**config.mk**
```make
export PLATFORM = sky130hd
export DESIGN_NAME = wr_tlp_gen
export DESIGN_NICKNAME = d
export VERILOG_FILES = /design/src/logic/wr_tlp_pkg.sv /design/src/logic/wr_fifo2.sv /design/src/logic/wr_req_canon.sv /design/src/logic/wr_tlp_former.sv /design/src/logic/wr_tlp_gen.sv
export SDC_FILE = /design/constraint.sdc
export NUM_CORES = 1
export LEC_CHECK = 0
export ABC_AREA = 1
export BUFFER_PORTS_ARGS = -buffer_cell sky130_fd_sc_hd__buf_2
export CELL_PAD_IN_SITES_DETAIL_PLACEMENT = 1
export CELL_PAD_IN_SITES_GLOBAL_PLACEMENT = 2
export CORE_ASPECT_RATIO = 1.1
export CORE_MARGIN = 8
export CORE_UTILIZATION = 40
export DETAILED_ROUTE_END_ITERATION = 10
export GPL_ROUTABILITY_DRIVEN = 0
export PLACE_DENSITY_LB_ADDON = 0.2
export RECOVER_POWER = 50
export SETUP_SLACK_MARGIN = 0.4
export SKIP_CTS_REPAIR_TIMING = 1
export SLEW_MARGIN = 30
export SYNTH_ARGS = -nofsm -noshare
export SYNTH_HDL_FRONTEND = slang
export SYNTH_HIERARCHICAL = 1
export SYNTH_SLANG_ARGS = --single-unit
```
**constraint.sdc**
```tcl
create_clock -name clk -period 19.8 [get_ports clk]
set_input_delay 5.94 -clock clk [delete_from_list [all_inputs] [get_ports clk]]
set_output_delay 5.94 -clock clk [all_outputs]
set_load 0.05 [all_outputs]
```
**src/logic/wr_tlp_pkg.sv**
```systemverilog
/*
 * Line geometry, index and header-field types and the write opcode
 */
package wr_tlp_pkg;

    // ========================================
    // Line geometry
    // ========================================

    // One payload line is the unit of every write request
    localparam int LINE_BYTES = 16;
    localparam int LINE_BITS = 8 * LINE_BYTES;
    localparam int LINE_DWORDS = LINE_BYTES / 4;

    // Width of the tag that travels with a request and its response
    localparam int TAG_WIDTH = 8;

    // ========================================
    // Index and length types
    // ========================================

    // Byte position inside a line
    typedef logic [$clog2(LINE_BYTES)-1:0] t_byte_idx;

    // Byte count 1..LINE_BYTES, so one bit wider than an index
    typedef logic [$clog2(LINE_BYTES):0] t_byte_len;

    // Dword position inside a line, used as the payload shift count
    typedef logic [$clog2(LINE_DWORDS)-1:0] t_dword_idx;

    // TLP length field in dwords, must be able to hold LINE_DWORDS itself
    typedef logic [$clog2(LINE_DWORDS + 1)-1:0] t_dword_len;

    // ========================================
    // Header fields
    // ========================================

    // Byte enables cover the four bytes of the first or last dword
    typedef logic [3:0] t_be;
    typedef logic [TAG_WIDTH-1:0] t_tag;
    typedef logic [63:0] t_addr;

    // PCIe fmt/type codes for memory writes with 3DW and 4DW headers
    typedef enum logic [7:0] {
        FMT_MEM_WRITE32 = 8'h40,
        FMT_MEM_WRITE64 = 8'h60
    } t_fmttype;

endpackage

```
**src/logic/wr_fifo2.sv**
```systemverilog
/*
 * Two-entry registered valid/ready FIFO
 */
`timescale 1ns/1ps

module wr_fifo2
#(
    parameter int DATA_WIDTH = 8
)
(
    input  logic                   clk,
    input  logic                   reset_n,
    input  logic                   in_valid,
    output logic                   in_ready,
    input  logic [DATA_WIDTH-1:0]  in_data,
    output logic                   out_valid,
    input  logic                   out_ready,
    output logic [DATA_WIDTH-1:0]  out_data
);

    logic [DATA_WIDTH-1:0]  mem [2];
    logic                   wr_ptr;
    logic                   rd_ptr;
    logic [1:0]             count;
    logic                   enq;
    logic                   deq;

    // Both sides look only at the occupancy count, never at each other
    assign in_ready = (count != 2'd2);
    assign out_valid = (count != 2'd0);
    assign out_data = mem[rd_ptr];

    assign enq = in_valid && in_ready;
    assign deq = out_valid && out_ready;

    // Storage, written into the free slot so the head entry never moves
    always_ff @(posedge clk)
    begin
        if (enq)
        begin
            mem[wr_ptr] <= in_data;
        end
    end

    always_ff @(posedge clk)
    begin
        if (!reset_n)
        begin
            wr_ptr <= 1'b0;
            rd_ptr <= 1'b0;
            count <= 2'd0;
        end
        else
        begin
            if (enq)
                wr_ptr <= ~wr_ptr;
            if (deq)
                rd_ptr <= ~rd_ptr;
            // Simultaneous enqueue and dequeue leaves the count alone
            count <= count + {1'b0, enq} - {1'b0, deq};
        end
    end

    // A stalled head entry stays valid and unchanged until it is taken
    head_stable_a: assert property (@(posedge clk) disable iff (!reset_n)
        out_valid && !out_ready |=> out_valid && $stable(out_data))
        else $error("FIFO head changed while stalled");

endmodule

```
**src/logic/wr_req_canon.sv**
```systemverilog
/*
 * Write request canonicalizer: opcode, dword length, byte enables and aligned address
 */
`timescale 1ns/1ps

module wr_req_canon
#(
    parameter int DATA_WIDTH = 221
)
(
    input  logic                              req_valid,
    output logic                              req_ready,
    input  wr_tlp_pkg::t_addr                 req_addr,
    input  wr_tlp_pkg::t_tag                  req_tag,
    input  logic [wr_tlp_pkg::LINE_BITS-1:0]  req_payload,
    input  logic                              req_byte_range,
    input  wr_tlp_pkg::t_byte_idx             req_byte_start,
    input  wr_tlp_pkg::t_byte_len             req_byte_len,
    output logic                              canon_valid,
    input  logic                              canon_ready,
    output logic [DATA_WIDTH-1:0]             canon_data
);

    import wr_tlp_pkg::*;

    localparam int IDX_W = $bits(t_byte_idx);
    // Wide enough for start + len + 3 without overflow
    localparam int SUM_W = IDX_W + 2;

    t_byte_idx           start_idx;
    t_byte_idx           end_idx;
    t_byte_len           byte_len;
    logic [SUM_W-1:0]    range_end;
    logic [SUM_W-1:0]    dw_span;
    t_fmttype            fmttype;
    t_dword_len          dword_len;
    t_be                 first_mask;
    t_be                 first_be;
    t_be                 last_be;
    t_dword_idx          shift_dw;
    t_addr               tlp_addr;

    // The stage is purely combinational, so the handshake passes straight through
    assign canon_valid = req_valid;
    assign req_ready = canon_ready;

    // A full-line write is the byte range 0..LINE_BYTES-1
    always_comb
    begin
        if (req_byte_range)
        begin
            start_idx = req_byte_start;
            byte_len = req_byte_len;
        end
        else
        begin
            start_idx = '0;
            byte_len = t_byte_len'(LINE_BYTES);
        end
    end

    // One past the last byte, and the last byte itself
    assign range_end = SUM_W'(start_idx) + SUM_W'(byte_len);
    assign end_idx = t_byte_idx'(range_end - 1'b1);

    // MWr64 is only legal when the address does not fit in 32 bits
    assign fmttype = (|req_addr[63:32]) ? FMT_MEM_WRITE64 : FMT_MEM_WRITE32;

    // Count dwords touched, including the leading unused bytes of the first one
    assign dw_span = SUM_W'(start_idx[1:0]) + SUM_W'(byte_len) + SUM_W'(3);
    assign dword_len = t_dword_len'(dw_span >> 2);

    // First dword enables, which also close the range when it is shorter than a dword
    always_comb
    begin
        first_mask = 4'hf;
        if (byte_len < 4)
        begin
            case (byte_len[1:0])
                2'b01: first_mask = 4'h1;
                2'b10: first_mask = 4'h3;
                2'b11: first_mask = 4'h7;
                default: first_mask = 4'h0;
            endcase
        end
        first_be = t_be'(first_mask << start_idx[1:0]);
    end

    // Last dword enables, which PCIe requires to be zero for a one-dword payload
    always_comb
    begin
        last_be = 4'h0;
        if (start_idx[IDX_W-1:2] != end_idx[IDX_W-1:2])
        begin
            case (end_idx[1:0])
                2'b00: last_be = 4'h1;
                2'b01: last_be = 4'h3;
                2'b10: last_be = 4'h7;
                default: last_be = 4'hf;
            endcase
        end
    end

    // The TLP starts at the dword holding the first byte
    assign shift_dw = start_idx[IDX_W-1:2];
    assign tlp_addr = {req_addr[63:IDX_W], shift_dw, 2'b00};

    // Field order here must match the unpacking in the TLP former
    assign canon_data = {fmttype, dword_len, first_be, last_be, tlp_addr, shift_dw,
                         req_tag, req_payload};

    // Byte ranges must be non-empty and stay inside one line
    range_legal_a: assert final (!req_valid || !req_byte_range ||
                                 (req_byte_len != '0 && range_end <= LINE_BYTES))
        else $error("illegal byte range start %0d len %0d", req_byte_start, req_byte_len);

endmodule

```
**src/logic/wr_tlp_former.sv**
```systemverilog
/*
 * TLP former: payload shift, keep mask and the registered TLP output
 */
`timescale 1ns/1ps

module wr_tlp_former
#(
    parameter int DATA_WIDTH = 221
)
(
    input  logic                               clk,
    input  logic                               reset_n,
    input  logic                               in_valid,
    output logic                               in_ready,
    input  logic [DATA_WIDTH-1:0]              in_data,
    output logic                               tlp_valid,
    output wr_tlp_pkg::t_fmttype               tlp_fmttype,
    output wr_tlp_pkg::t_dword_len             tlp_length,
    output wr_tlp_pkg::t_addr                  tlp_addr,
    output wr_tlp_pkg::t_tag                   tlp_tag,
    output wr_tlp_pkg::t_be                    tlp_first_be,
    output wr_tlp_pkg::t_be                    tlp_last_be,
    output logic [wr_tlp_pkg::LINE_BITS-1:0]   tlp_data,
    output logic [wr_tlp_pkg::LINE_BYTES-1:0]  tlp_keep,
    input  logic                               tlp_ready
);

    import wr_tlp_pkg::*;

    // ========================================
    // Unpack the canonical request
    // ========================================

    logic [$bits(t_fmttype)-1:0]  in_fmt_bits;
    t_dword_len                   in_length;
    t_be                          in_first_be;
    t_be                          in_last_be;
    t_addr                        in_addr;
    t_dword_idx                   in_shift;
    t_tag                         in_tag;
    logic [LINE_BITS-1:0]         in_payload;

    logic [LINE_BITS-1:0]         shifted_payload;
    logic [LINE_DWORDS-1:0]       keep_dw;
    logic [LINE_BYTES-1:0]        keep_bytes;
    logic                         load;

    // Same field order as the canonicalizer packs them
    assign {in_fmt_bits, in_length, in_first_be, in_last_be, in_addr, in_shift,
            in_tag, in_payload} = in_data;

    // ========================================
    // Payload alignment and keep mask
    // ========================================

    // Move the first written dword down to bit 0, filling the top with zeros.
    // In full-line mode the shift count is zero and the line passes unchanged
    assign shifted_payload = in_payload >> {in_shift, 5'b0};

    // One bit per dword with the low length bits set
    assign keep_dw = ~({LINE_DWORDS{1'b1}} << in_length);

    // Expand each dword bit to its four bytes
    always_comb
    begin
        for (int d = 0; d < LINE_DWORDS; d++)
        begin
            keep_bytes[d*4 +: 4] = {4{keep_dw[d]}};
        end
    end

    // ========================================
    // Output register
    // ========================================

    // The register takes a new TLP when the old one leaves or it is empty
    assign load = tlp_ready || !tlp_valid;
    assign in_ready = load;

    always_ff @(posedge clk)
    begin
        if (!reset_n)
        begin
            tlp_valid <= 1'b0;
        end
        else if (load)
        begin
            tlp_valid <= in_valid;
        end
    end

    // Header and payload registers load on the same condition as tlp_valid
    always_ff @(posedge clk)
    begin
        if (load)
        begin
            tlp_fmttype <= t_fmttype'(in_fmt_bits);
            tlp_length <= in_length;
            tlp_addr <= in_addr;
            tlp_tag <= in_tag;
            tlp_first_be <= in_first_be;
            tlp_last_be <= in_last_be;
            tlp_data <= shifted_payload;
            tlp_keep <= keep_bytes;
        end
    end

    // A TLP that is not taken must be offered again unchanged
    tlp_stable_a: assert property (@(posedge clk) disable iff (!reset_n)
        tlp_valid && !tlp_ready |=> tlp_valid &&
            $stable({tlp_fmttype, tlp_length, tlp_addr, tlp_tag, tlp_first_be,
                     tlp_last_be, tlp_data, tlp_keep}))
        else $error("TLP changed under back-pressure");

endmodule

```
**src/logic/wr_tlp_gen.sv**
```systemverilog
/*
 * Memory-write TLP generator top: request path and completion-to-response path
 */
`timescale 1ns/1ps

module wr_tlp_gen
#(
    // Canonical request word, in the order the canonicalizer packs it
    parameter int FIFO_WIDTH_REQ = $bits(wr_tlp_pkg::t_fmttype) +
                                   $bits(wr_tlp_pkg::t_dword_len) +
                                   2 * $bits(wr_tlp_pkg::t_be) +
                                   $bits(wr_tlp_pkg::t_addr) +
                                   $bits(wr_tlp_pkg::t_dword_idx) +
                                   $bits(wr_tlp_pkg::t_tag) +
                                   wr_tlp_pkg::LINE_BITS,
    // Completions carry only the tag
    parameter int FIFO_WIDTH_CPL = $bits(wr_tlp_pkg::t_tag)
)
(
    input  logic                               clk,
    input  logic                               reset_n,

    // Write requests
    input  logic                               req_valid,
    output logic                               req_ready,
    input  wr_tlp_pkg::t_addr                  req_addr,
    input  wr_tlp_pkg::t_tag                   req_tag,
    input  logic [wr_tlp_pkg::LINE_BITS-1:0]   req_payload,
    input  logic                               req_byte_range,
    input  wr_tlp_pkg::t_byte_idx              req_byte_start,
    input  wr_tlp_pkg::t_byte_len              req_byte_len,

    // Outgoing memory-write TLPs
    output logic                               tlp_valid,
    input  logic                               tlp_ready,
    output wr_tlp_pkg::t_fmttype               tlp_fmttype,
    output wr_tlp_pkg::t_dword_len             tlp_length,
    output wr_tlp_pkg::t_addr                  tlp_addr,
    output wr_tlp_pkg::t_tag                   tlp_tag,
    output wr_tlp_pkg::t_be                    tlp_first_be,
    output wr_tlp_pkg::t_be                    tlp_last_be,
    output logic [wr_tlp_pkg::LINE_BITS-1:0]   tlp_data,
    output logic [wr_tlp_pkg::LINE_BYTES-1:0]  tlp_keep,

    // Write completions from the link side
    input  logic                               cpl_valid,
    output logic                               cpl_ready,
    input  wr_tlp_pkg::t_tag                   cpl_tag,

    // Write responses back to the requester
    output logic                               rsp_valid,
    input  logic                               rsp_ready,
    output wr_tlp_pkg::t_tag                   rsp_tag
);

    // ========================================
    // Request path
    // ========================================

    logic                       canon_valid;
    logic                       canon_ready;
    logic [FIFO_WIDTH_REQ-1:0]  canon_data;
    logic                       fifo_valid;
    logic                       fifo_ready;
    logic [FIFO_WIDTH_REQ-1:0]  fifo_data;

    wr_req_canon #(.DATA_WIDTH(FIFO_WIDTH_REQ)) canon0 (
        .req_valid, .req_ready, .req_addr, .req_tag, .req_payload,
        .req_byte_range, .req_byte_start, .req_byte_len,
        .canon_valid, .canon_ready, .canon_data
    );

    // Buffers requests so the former's register is the only output timing stage
    wr_fifo2 #(.DATA_WIDTH(FIFO_WIDTH_REQ)) req_fifo0 (
        .clk, .reset_n,
        .in_valid(canon_valid), .in_ready(canon_ready), .in_data(canon_data),
        .out_valid(fifo_valid), .out_ready(fifo_ready), .out_data(fifo_data)
    );

    wr_tlp_former #(.DATA_WIDTH(FIFO_WIDTH_REQ)) former0 (
        .clk, .reset_n,
        .in_valid(fifo_valid), .in_ready(fifo_ready), .in_data(fifo_data),
        .tlp_valid, .tlp_fmttype, .tlp_length, .tlp_addr, .tlp_tag,
        .tlp_first_be, .tlp_last_be, .tlp_data, .tlp_keep, .tlp_ready
    );

    // ========================================
    // Completion path
    // ========================================

    // Each completion comes back as a response with the same tag, in order
    wr_fifo2 #(.DATA_WIDTH(FIFO_WIDTH_CPL)) cpl_fifo0 (
        .clk, .reset_n,
        .in_valid(cpl_valid), .in_ready(cpl_ready), .in_data(cpl_tag),
        .out_valid(rsp_valid), .out_ready(rsp_ready), .out_data(rsp_tag)
    );

endmodule

```
# Word level (Yosys, flattened, before mapping)
# Memory sizes are Yosys's and may differ from the RTL's. A register that Yosys moved wholly into a read port is not among the register bits.
# Cells that the tools add are included.
# W data, S select, Z words.
[word_totals] mem_bits_rw=450 reg_bits=241 elab_cells=67 mem_count=2 in_bits=224
[op_classes] magnitude_cmp=1 mux=15 n_shift=3 bitwise=5 reduce_logical=10 n_addsub=8 n_eq_ne=8
[mem_list] memory="req_fifo0.mem" depth=2 width=217 read_ports=1 rd_ports_with_merged_regs=1 write_ports=1 line_no="wr_fifo2.sv:21" text="logic [DATA_WIDTH-1:0] mem [2];"
[mem_list] memory="cpl_fifo0.mem" depth=2 width=8 read_ports=1 rd_ports_with_merged_regs=1 write_ports=1 line_no="wr_fifo2.sv:21"
[ops] operator="$shr A128 B7 Y128" n=1
[ops] operator="$reduce_or A32 Y1" n=1
[ops] operator="$mux W4" n=3
[ops] operator="$pmux W4 S3" n=1
[ops] operator="$pmux W3 S3" n=1
[ops] operator="$mux W1" n=8
[ops] operator="$eq A2 B2 Y1 const B" n=3
[ops] operator="$mux W6" n=1
[ops] operator="$add A2 B5 Y5" n=1
[ops] operator="$add A5 B2 Y5 const B" n=1
[ops] operator="$lt A5 B3 Y1 const B" n=1
[ops] operator="$mux W5" n=1
[ops] operator="$add A2 B1 Y2" n=2
[ops] operator="$add A4 B4 Y4" n=1
[ops] operator="$eq A2 B1 Y1 const B" n=2
[ops] operator="$logic_and A1 B1 Y1" n=4
[ops] operator="$ne A2 B2 Y1 const B" n=2
[ops] operator="$not A1 Y1" n=4
[ops] operator="$not A4 Y4" n=1
[ops] operator="$reduce_bool A2 Y1" n=2
[ops] operator="$shl A4 B2 Y4" n=1
[ops] operator="$shl A4 B3 Y4 const A" n=1
[ops] operator="$sub A2 B1 Y2" n=2
[ops] operator="$sub A4 B1 Y4 const B" n=1
[ops] operator="4 further kinds" n=4

# Depth between registers and ports, before layout
# Gate-level depths: netlist of the first run.
[depth] ltp_word=6 ltp_mapped=13 mapped_depth_nobuf=12

# Hierarchy
# Netlist of the first run, hierarchy kept.
[by_module_without_submodules] module="wr_fifo2 (req_fifo0)" seq_area_each_um2=13372.8 cells_per_inst=724 n_inst=1 area_per_inst_um2=17073.9
[by_module_without_submodules] module="wr_tlp_former" seq_area_each_um2=6686.4 cells_per_inst=904 n_inst=1 area_per_inst_um2=9581.7
[by_module_without_submodules] module="wr_req_canon" seq_area_each_um2=0.0 cells_per_inst=310 n_inst=1 area_per_inst_um2=2100.8
[by_module_without_submodules] module="wr_fifo2 (cpl_fifo0)" seq_area_each_um2=580.6 cells_per_inst=61 n_inst=1 area_per_inst_um2=872.1

# Worst setup path after synthesis of the first run
# OpenSTA, ideal clock, no wires.
[synth_timing] path_type="in2reg" startpoint="input port req_valid" endpoint="memory req_fifo0/mem[0][0] (netlist bit), enable pin" stages=3 arrival_time_ns=15.265 setup_slack_ns=3.730 path_cell_list="buf_4 -> nand2_1 -> nor2_1"
[synth_via] elab_chain_cells=3
[synth_rtl] item="start, declared" line_no="wr_tlp_gen.sv:24" text="input logic req_valid,"
[synth_rtl] item="$logic_and A1 B1 Y1" line_no="wr_fifo2.sv:33" text="assign enq = in_valid && in_ready;"
[synth_rtl] item="$mux W1" line_no="wr_fifo2.sv:39" text="if (enq)"
[synth_rtl] item="$mux W1 (implied by the code)" line_no="wr_fifo2.sv:41" text="mem[wr_ptr] <= in_data;"
[synth_rtl] item="end, declared" line_no="wr_fifo2.sv:21"
# No other way between the ends.

# Final worst setup path of the first run
[layout_timing] startpoint="input port req_valid" endpoint="memory req_fifo0/mem[1][134] (netlist bit), enable pin"
# Same word-level chain as after synthesis.

==> results by stage, run 1 <==
CTS:
- The sink count of the clock tree is 691.
- Counting the buffers created by CTS gives 76.
- The tree is rooted in a sky130_fd_sc_hd__clkbuf_16.
- The insertion delay of the later-clocked pin in the worst-skew pair is 0.61 ns.
- The buffer depth of the longest clock path is 3.
- The register clock-pin slew on the reported worst setup and hold paths is 0.06 ns.
- The clock tree from TritonCTS is done.
- The number of H-tree branching levels is 3.

Run status:
- The final reports fail on capacitance limit, slew limit.
- The run finished, with violations left.

Logic synthesis:
- The synthesized design contains 680 enable-type register cells.
- Summed over its instances, the top area cell type makes up 68.92% of the synthesized netlist area.
- After synthesis, flip-flops and latches occupy 69.66% of the total area.
- The cell count after synthesis is 1999.
- Counting flops and latches in the post-synthesis netlist gives 691.
- The mapped netlist covers 29630 sq um.
- In this run the mean area of a mapped cell was 14.82 sq um.
- In the post-synthesis netlist, the cell with the most instances is sky130_fd_sc_hd__edfxtp_1.
- Counting flops with an async set or reset pin after synthesis yields a share of 0%.
- Counting instances in the post-synthesis netlist gives the leading cell types as 680 x sky130_fd_sc_hd__edfxtp_1, 333 x sky130_fd_sc_hd__nand2_1, 227 x sky130_fd_sc_hd__buf_4, 198 x sky130_fd_sc_hd__mux2_4, 165 x sky130_fd_sc_hd__inv_1.
- The most used flip-flop cell after synthesis is sky130_fd_sc_hd__edfxtp_1.
- The count of yosys warnings during synthesis is 6.
- Of all cell types, the one taking the most synthesized area is sky130_fd_sc_hd__edfxtp_1.
- By area the synthesized netlist is led by sky130_fd_sc_hd__edfxtp_1 69%, sky130_fd_sc_hd__mux2_4 10%, sky130_fd_sc_hd__buf_4 5.8%.
- The number of distinct library cells after synthesis is 33.

Floorplanning:
- The area enclosed by the die boundary is 83050 sq um.
- From left edge to right edge, the die measures 275.5 um.
- From bottom edge to top edge, the die measures 301.4 um.
- The I/O pin total is 471.
- The effective utilization at floorplan is 40.44%.
- The total core area is 73260 sq um.
- The floorplan has 104 rows.

Route:
- The wire length on met3 is 7456 um.
- In this run, the number of DRC markers left after iteration 0 of detailed routing was 726.
- The mean routed wirelength per cell is 23.60 um.
- The overall via count from detail_route is 15.85k.
- The pre-antenna-repair detailed-routing pass consisted of 5 iterations.
- The amount of wire on met2 after detailed routing is 40840 um.
- The detail route stage leaves a number of antenna-violating nets equal to 0.
- The final wirelength is 77850 um.
- The residual DRC count is 0.
- The uppermost layer routed is met5.
- The average via count per standard cell is 4.803.
- The length of routed wiring on met1 is 26550 um.

STA:
- The hold slack is 0.5092 ns.
- The number of max-slew violations in the final report is 600.
- The post-route clock period utilization is 60.59%.
- The shortest clock period the worst path allows after layout is 12.00 ns.
- The worst clock skew is 0.02031 ns.
- The highest attainable clock frequency is 83.35 MHz.
- The number of hold-slack violations in the final timing report came to 0.
- The transition time at the pin with the least slew margin is 7.005 ns.
- In this run the tightest slew margin relative to its limit is -367.0%.
- Setup repair after global routing left no endpoint under its margin.
- After layout, the worst setup slack is 7.802 ns.
- The total of endpoints with negative setup slack in the final report is 0.
- The setup TNS is 0 ns.

Placement:
- After detailed placement, the total cell area comes to 31070 sq um.
- The number of instances in the placed design is 3144.
- The worst setup slack before clock tree synthesis is 10.69 ns.
- The count of input and output buffers is 466.
- The HPWL after detailed placement is 53390 um.

Global route:
- The global routing usage summed across all routing layers is 18.17%.
- The initial antenna violation count came to 36.
- The via count of the first global-routing pass is 17.43k.
- Entering global routing, the biggest net connects 159 pins.
- The residual overflow from global routing is 0.
- The first-pass GRT wire length is 110300 um.

Cells and area:
- The signed area change from the synthesized netlist to the final layout is 11.34%.
- The number of cells in the finished layout apart from fillers is 3299.
- The total non-filler cell area in the finished layout is 32990 sq um.
- The area of the multi-input gates is 5654 sq um.
- The post-route netlist has 26.79% of its cells at a drive strength greater than 1.
- The area occupied by registers is 20640 sq um.
- The number of nets in the final layout is 2506.
- After filler insertion, the fill cell instance count of the layout stands at 7475.
- The post-route core utilization is 45.03%.

Power:
- For this design the static power due to leakage is 13.26 nW.
- The overall power consumption is 5.817 mW.
- The worst ir drop on vdd is 0.0001025 V.
- The areal power density over the cells is 176.3 nW/um^2.

Worst setup path:
- The library cell contributing the largest single delay on the critical path is sky130_fd_sc_hd__clkinvlp_2.
- The kind of start point of the critical path is a primary input.
- The critical path data arrival time is 12.34 ns.
- The worst setup path is of the in2reg kind.
- The data required time of the critical path is 20.14 ns.
- The critical path capture point type is a register.
- The signal on the critical path passes through clkbuf_1, nand3_1, clkinvlp_2, buf_4, buf_16, buf_4, buf_16.
- In this run the worst path has a maximum fanout of 100.
- The largest single stage delay on the critical path is 3.57 ns.

Run:
- The max-cap check violation count is 10.

Worst hold path:
- The kind of path behind the tightest hold check is reg2reg.
==> per-layer routing <==
metal | global-route usage [%] | vias to the layer above
met1 | 17.83 | 7927
met4 | 7.429 | 18
met3 | 7.534 | 150
met2 | 33.36 | 441
li1 | - | 7309
met5 | 0 | -
==> final timing paths <==
| kind | startpoint | cells past startpoint | slack [ns] | end |
|---|---|---|---|---|
| worst min register to register | cpl_fifo0/rd_ptr | 2 | 0.51 | cpl_fifo0/rd_ptr |
| worst min-delay path | cpl_fifo0/rd_ptr | 2 | 0.51 | cpl_fifo0/rd_ptr |
| worst max-delay path | req_valid | 7 | 7.80 | req_fifo0/mem[1][134] |
| worst max register to register | register | 7 | 10.24 | former0/tlp_data[52] |
==> logic make-up after synthesis <==
logic type / count (synthesis) / share of synthesized area [%]
fa+ha+maj: 11 / 0.5152
mux: 229 / 11.21
flops: 691 / 69.66
buf+inv: 465 / 9.932
other cells: 2 / 0.02535
simple gates: 586 / 8.361
compound gates: 13 / 0.2323
xor+xnor: 2 / 0.05913
==> sequential cells by signal, summed over array words and instances, names as in the netlist, 2 cells and up, named ones only <==
| name | count |
|---|---|
| former0/tlp_length | 3 |
| former0/tlp_tag | 8 |
| cpl_fifo0/count | 2 |
| former0/tlp_first_be | 4 |
| cpl_fifo0/mem | 16 |
| req_fifo0/mem | 442 |
| former0/tlp_keep | 3 |
| former0/tlp_data | 128 |
| former0/tlp_addr | 64 |
| former0/tlp_fmttype | 8 |
| former0/tlp_last_be | 4 |
| req_fifo0/count | 2 |
==> final cells by class <==
cell class	instances	area share [%]
diodes	16	0.1214
inverters	168	1.919
clock inverters	45	1.297
clock buffers	91	6.061
multi-input cells	850	17.14
repair buffers	484	7.275
flip-flops and latches	691	62.57
well taps	954	3.618
==> power by group <==
group	total [mW]	internal [mW]	leakage, nW	switching [mW]
Sequential	2.21	2.09	6.72	0.118
Clock	1.39	0.812	1.18	0.573
Combinational	2.23	0.574	5.36	1.65
Total	5.82	3.47	13.3	2.34
==> cells in the final DEF (no fill, tap or decap), types with 3 or more instances in the layout <==
| cell | synthesis | layout |
|---|---|---|
| sky130_fd_sc_hd__dfxtp_1 | 11 | 11 |
| sky130_fd_sc_hd__ha_1 | 9 | 9 |
| sky130_fd_sc_hd__nand3_1 | 139 | 140 |
| sky130_fd_sc_hd__clkbuf_1 | 3 | 113 |
| sky130_fd_sc_hd__nor3_1 | 32 | 32 |
| sky130_fd_sc_hd__diode_2 | 0 | 16 |
| sky130_fd_sc_hd__buf_4 | 227 | 6 |
| sky130_fd_sc_hd__nor2_1 | 67 | 69 |
| sky130_fd_sc_hd__inv_1 | 165 | 164 |
| sky130_fd_sc_hd__nand4_1 | 4 | 4 |
| sky130_fd_sc_hd__inv_6 | 0 | 3 |
| sky130_fd_sc_hd__clkinv_1 | 0 | 15 |
| sky130_fd_sc_hd__mux2_2 | 31 | 31 |
| sky130_fd_sc_hd__buf_2 | 37 | 372 |
| sky130_fd_sc_hd__conb_1 | 2 | 9 |
| sky130_fd_sc_hd__edfxtp_1 | 680 | 680 |
| sky130_fd_sc_hd__a21oi_1 | 8 | 8 |
| sky130_fd_sc_hd__bufinv_16 | 0 | 7 |
| sky130_fd_sc_hd__clkinvlp_4 | 0 | 5 |
| sky130_fd_sc_hd__buf_16 | 0 | 3 |
| sky130_fd_sc_hd__clkbuf_16 | 0 | 77 |
| sky130_fd_sc_hd__clkinv_2 | 0 | 13 |
| sky130_fd_sc_hd__mux2_4 | 198 | 90 |
| sky130_fd_sc_hd__nand2_1 | 333 | 332 |
| sky130_fd_sc_hd__mux2_1 | 0 | 108 |
==> worst max-delay path: cells and delay by family <==
family                 cells  cell delay, ns
and+or+nand+nor            1            0.12
buffers and inverters      6            6.12
No activity file was read; power rests on OpenSTA's default activity.
==> inputs of run 2 (changes only) <==
Settings changed: CORE_UTILIZATION 40 to 36.
Clock period 19.8 ns to 10.1 ns, I/O delays scaled along.
==> results by stage, run 2 (synthesis results as in run 1) <==
STA:
- The worst clock skew was 0.02982 ns (was 0.02031 ns).
- The clock period could shrink to 6.245 ns.
- The post-route clock period utilization is 61.83%.
- The total of endpoints with negative setup slack in the final report is 0 (unchanged).
- The headroom to the max-slew limit came to -134.3% (was -367.0%).
- The number of max-slew violations in the final report is 74 (was 600).
- Setup repair after global routing missed its margin: false (unchanged).
- The number of hold-slack violations in the final timing report is 0 (unchanged).
- The setup TNS is 0 ns (unchanged).
- The worst setup margin came to 3.855 ns (was 7.802 ns).
- The transition time at the pin with the least slew margin came to 3.514 ns (was 7.005 ns).
- Based on the critical path, the design can be clocked at up to 160.1 MHz.

Cells and area:
- The leading cell type in the layout, fill and taps excluded was sky130_fd_sc_hd__edfxtp_1 (unchanged).
- The number of nets in the final layout is 2509 (was 2506).
- The signed area change from the synthesized netlist to the final layout was 11.05% (was 11.34%).
- The fraction of final layout cells with drive strength greater than 1 is 23.31% (was 26.79%).
- Registers with the most flip-flops: req_fifo0/mem (442), former0/tlp_data (128), former0/tlp_addr (64) (unchanged).
- The final-layout fill cell count is 8556 (was 7475).
- The register containing the most flip-flops in the final layout is req_fifo0/mem (unchanged).
- The number of flip-flops in the largest register is 442 (unchanged).
- Most frequent cells in the layout: 680 x sky130_fd_sc_hd__edfxtp_1, 341 x sky130_fd_sc_hd__buf_2, 333 x sky130_fd_sc_hd__nand2_1, 164 x sky130_fd_sc_hd__inv_1, 152 x sky130_fd_sc_hd__mux2_1 (was 680 x sky130_fd_sc_hd__edfxtp_1, 372 x sky130_fd_sc_hd__buf_2, 332 x sky130_fd_sc_hd__nand2_1, 164 x sky130_fd_sc_hd__inv_1, 140 x sky130_fd_sc_hd__nand3_1).
- The post-route core utilization was 40.25% (was 45.03%).

Worst setup path:
- The count of buffering cells on the critical path with inverters included is 5 (was 6).
- The critical path capture point type is a register (unchanged).
- The critical path data arrival time is 6.47 ns (was 12.34 ns).
- The kind of start point of the critical path is a primary input (unchanged).
- The class of the most critical setup path is in2reg (unchanged).
- The top fanout value on the critical path is 68 (was 100).
- Series of cell instances along the critical path: buf_2, inv_1, nand2_1, clkbuf_1, buf_12, buf_6 (was clkbuf_1, nand3_1, clkinvlp_2, buf_4, buf_16, buf_4, buf_16).
- The library cell contributing the largest single delay on the critical path is sky130_fd_sc_hd__clkbuf_1 (was sky130_fd_sc_hd__clkinvlp_2).
- The maximum single-stage delay on the critical path is 1.35 ns (was 3.57 ns).
- The critical path's top delay family is buffers and inverters (unchanged).
- The data required time of the critical path came to 10.33 ns (was 20.14 ns).

Placement:
- The worst setup slack before clock tree synthesis is 4.324 ns (was 10.69 ns).
- The HPWL after detailed placement came to 54650 um (was 53390 um).
- The count of input and output buffers is 466 (unchanged).

Global route:
- The residual overflow from global routing is 0 (unchanged).
- The global routing usage summed across all routing layers is 16.90% (was 18.17%).
- The largest net degree at the start of global routing is 127 (was 159).
- The initial antenna violation count is 41 (was 36).
- The via count of the first global-routing pass is 17.34k (was 17.43k).
- The first-pass GRT wire length is 112900 um (was 110300 um).

Route:
- The number of search-and-repair iterations in the first detailed-routing pass is 5 (unchanged).
- The average via count per standard cell was 4.594 (was 4.803).
- The final wirelength came to 79720 um (was 77850 um).
- The overall via count from detail_route is 15.71k (was 15.85k).
- The mean routed wirelength per cell came to 23.31 um (was 23.60 um).
- The number of nets with antenna violations after detailed routing came to 0 (unchanged).
- The residual DRC count is 0 (unchanged).
- The detailed router's first-iteration violation count is 787 (was 726).

Power:
- The worst ir drop on vdd came to 0.0001659 V (was 0.0001025 V).
- The cell leakage power came to 13.02 nW (was 13.26 nW).
- The areal power density over the cells was 340.2 nW/um^2 (was 176.3 nW/um^2).

CTS:
- The insertion delay of the later-clocked pin in the worst-skew pair is 0.62 ns (was 0.61 ns).
- The number of H-tree branching levels is 3 (unchanged).
- The sink count of the clock tree came to 691 (unchanged).
- The clock tree from TritonCTS was done (unchanged).
- The register clock-pin slew on the reported worst setup and hold paths is 0.06 ns (about the same).
- The buffer depth of the longest clock path is 3 (unchanged).
- The number of buffers inserted during clock tree synthesis is 78 (was 76).
- The root buffer selected by CTS is sky130_fd_sc_hd__clkbuf_16 (unchanged).

Worst hold path:
- The kind of path behind the tightest hold check is reg2reg (unchanged).

Run:
- The max-cap check violation count came to 2 (was 10).

Floorplanning:
- The effective utilization at floorplan was 36.24% (was 40.44%).
- The overall die height is 316.9 um (was 301.4 um).
- The area enclosed by the die boundary came to 91750 sq um (was 83050 sq um).
- The die outline width is 289.5 um (was 275.5 um).
- The I/O pin total is 471 (unchanged).
- The total core area is 81750 sq um (was 73260 sq um).
- The number of core rows is 110 (was 104).

Run status:
- Violated checks: capacitance limit, slew limit (unchanged).
- Status: finished, violations left (unchanged).
[run 2: cell count changes in the layout (fill, tap and decap cells not counted), sizes merged]
cell | previous run | this run
clkbuf | 192 | 227
buf | 383 | 357
clkinv | 30 | 36
clkinvlp | 7 | 1
diode | 16 | 22
bufinv | 7 | 2
inv | 169 | 170
[run 2: per-layer routing]
metal	up-vias	GRT usage (%)	wire length [um]
li1	7321	-	-
met1	7826	17.15	28070
met2	399	30.61	41740
met3	140	6.830	7211
met4	24	6.861	2538
met5	-	0	161
[run 2: metrics by stage]
step	hold WS [ns]	cells	cell area, sq um	power, mW
2_1_floorplan	0.4669	2006	29660	7.941
3_3_place_gp	0.4838	3255	31190	8.915
3_5_place_dp	0.4977	3255	31200	8.975
4_1_cts	0.5168	3395	33550	11.67
5_1_grt	0.5340	3409	32880	11.77
6_report	0.5065	3420	32900	11.19
[run 2: final timing paths]
path                          from                   end  slack (ns)  depth (start not counted)
setup reg to reg          register  former0/tlp_data[19]        4.77                          8
setup / recovery         tlp_ready   former0/tlp_addr[1]        3.85                          6
hold reg to reg   req_fifo0/rd_ptr      req_fifo0/rd_ptr        0.51                          2
hold / removal    req_fifo0/rd_ptr      req_fifo0/rd_ptr        0.51                          2
[run 2: report_power, final]
part	switching, mW	internal (mW)	total [mW]
sequential	0.219	4.08	4.30
clock	1.12	1.52	2.64
combinational	3.26	0.997	4.26
total	4.60	6.59	11.2
[run 2: cell type report]
class                           count  area, sq um  share of cell area [%]
Sequential cell                   691        20640                   62.73
Multi-Input combinational cell    850         5487                   16.67
Timing Repair Buffer              485         2392                   7.271
Clock buffer                       99         2095                   6.366
Tap cell                         1064         1331                   4.046
Inverter                          168        640.6                   1.947
Clock inverter                     41        262.8                  0.7986
Antenna cell                       22        55.05                  0.1673
[run 2: worst register-to-register path: stages (launching register included)]
cell and delay (ns):
sky130_fd_sc_hd__dfxtp_1 0.48, sky130_fd_sc_hd__clkbuf_1 2.51, sky130_fd_sc_hd__buf_16 0.41, sky130_fd_sc_hd__buf_4 0.76
sky130_fd_sc_hd__mux2_1 0.42, sky130_fd_sc_hd__inv_1 0.08, sky130_fd_sc_hd__nand2_1 0.07, sky130_fd_sc_hd__nand3_1 0.26
sky130_fd_sc_hd__nand2_1 0.09
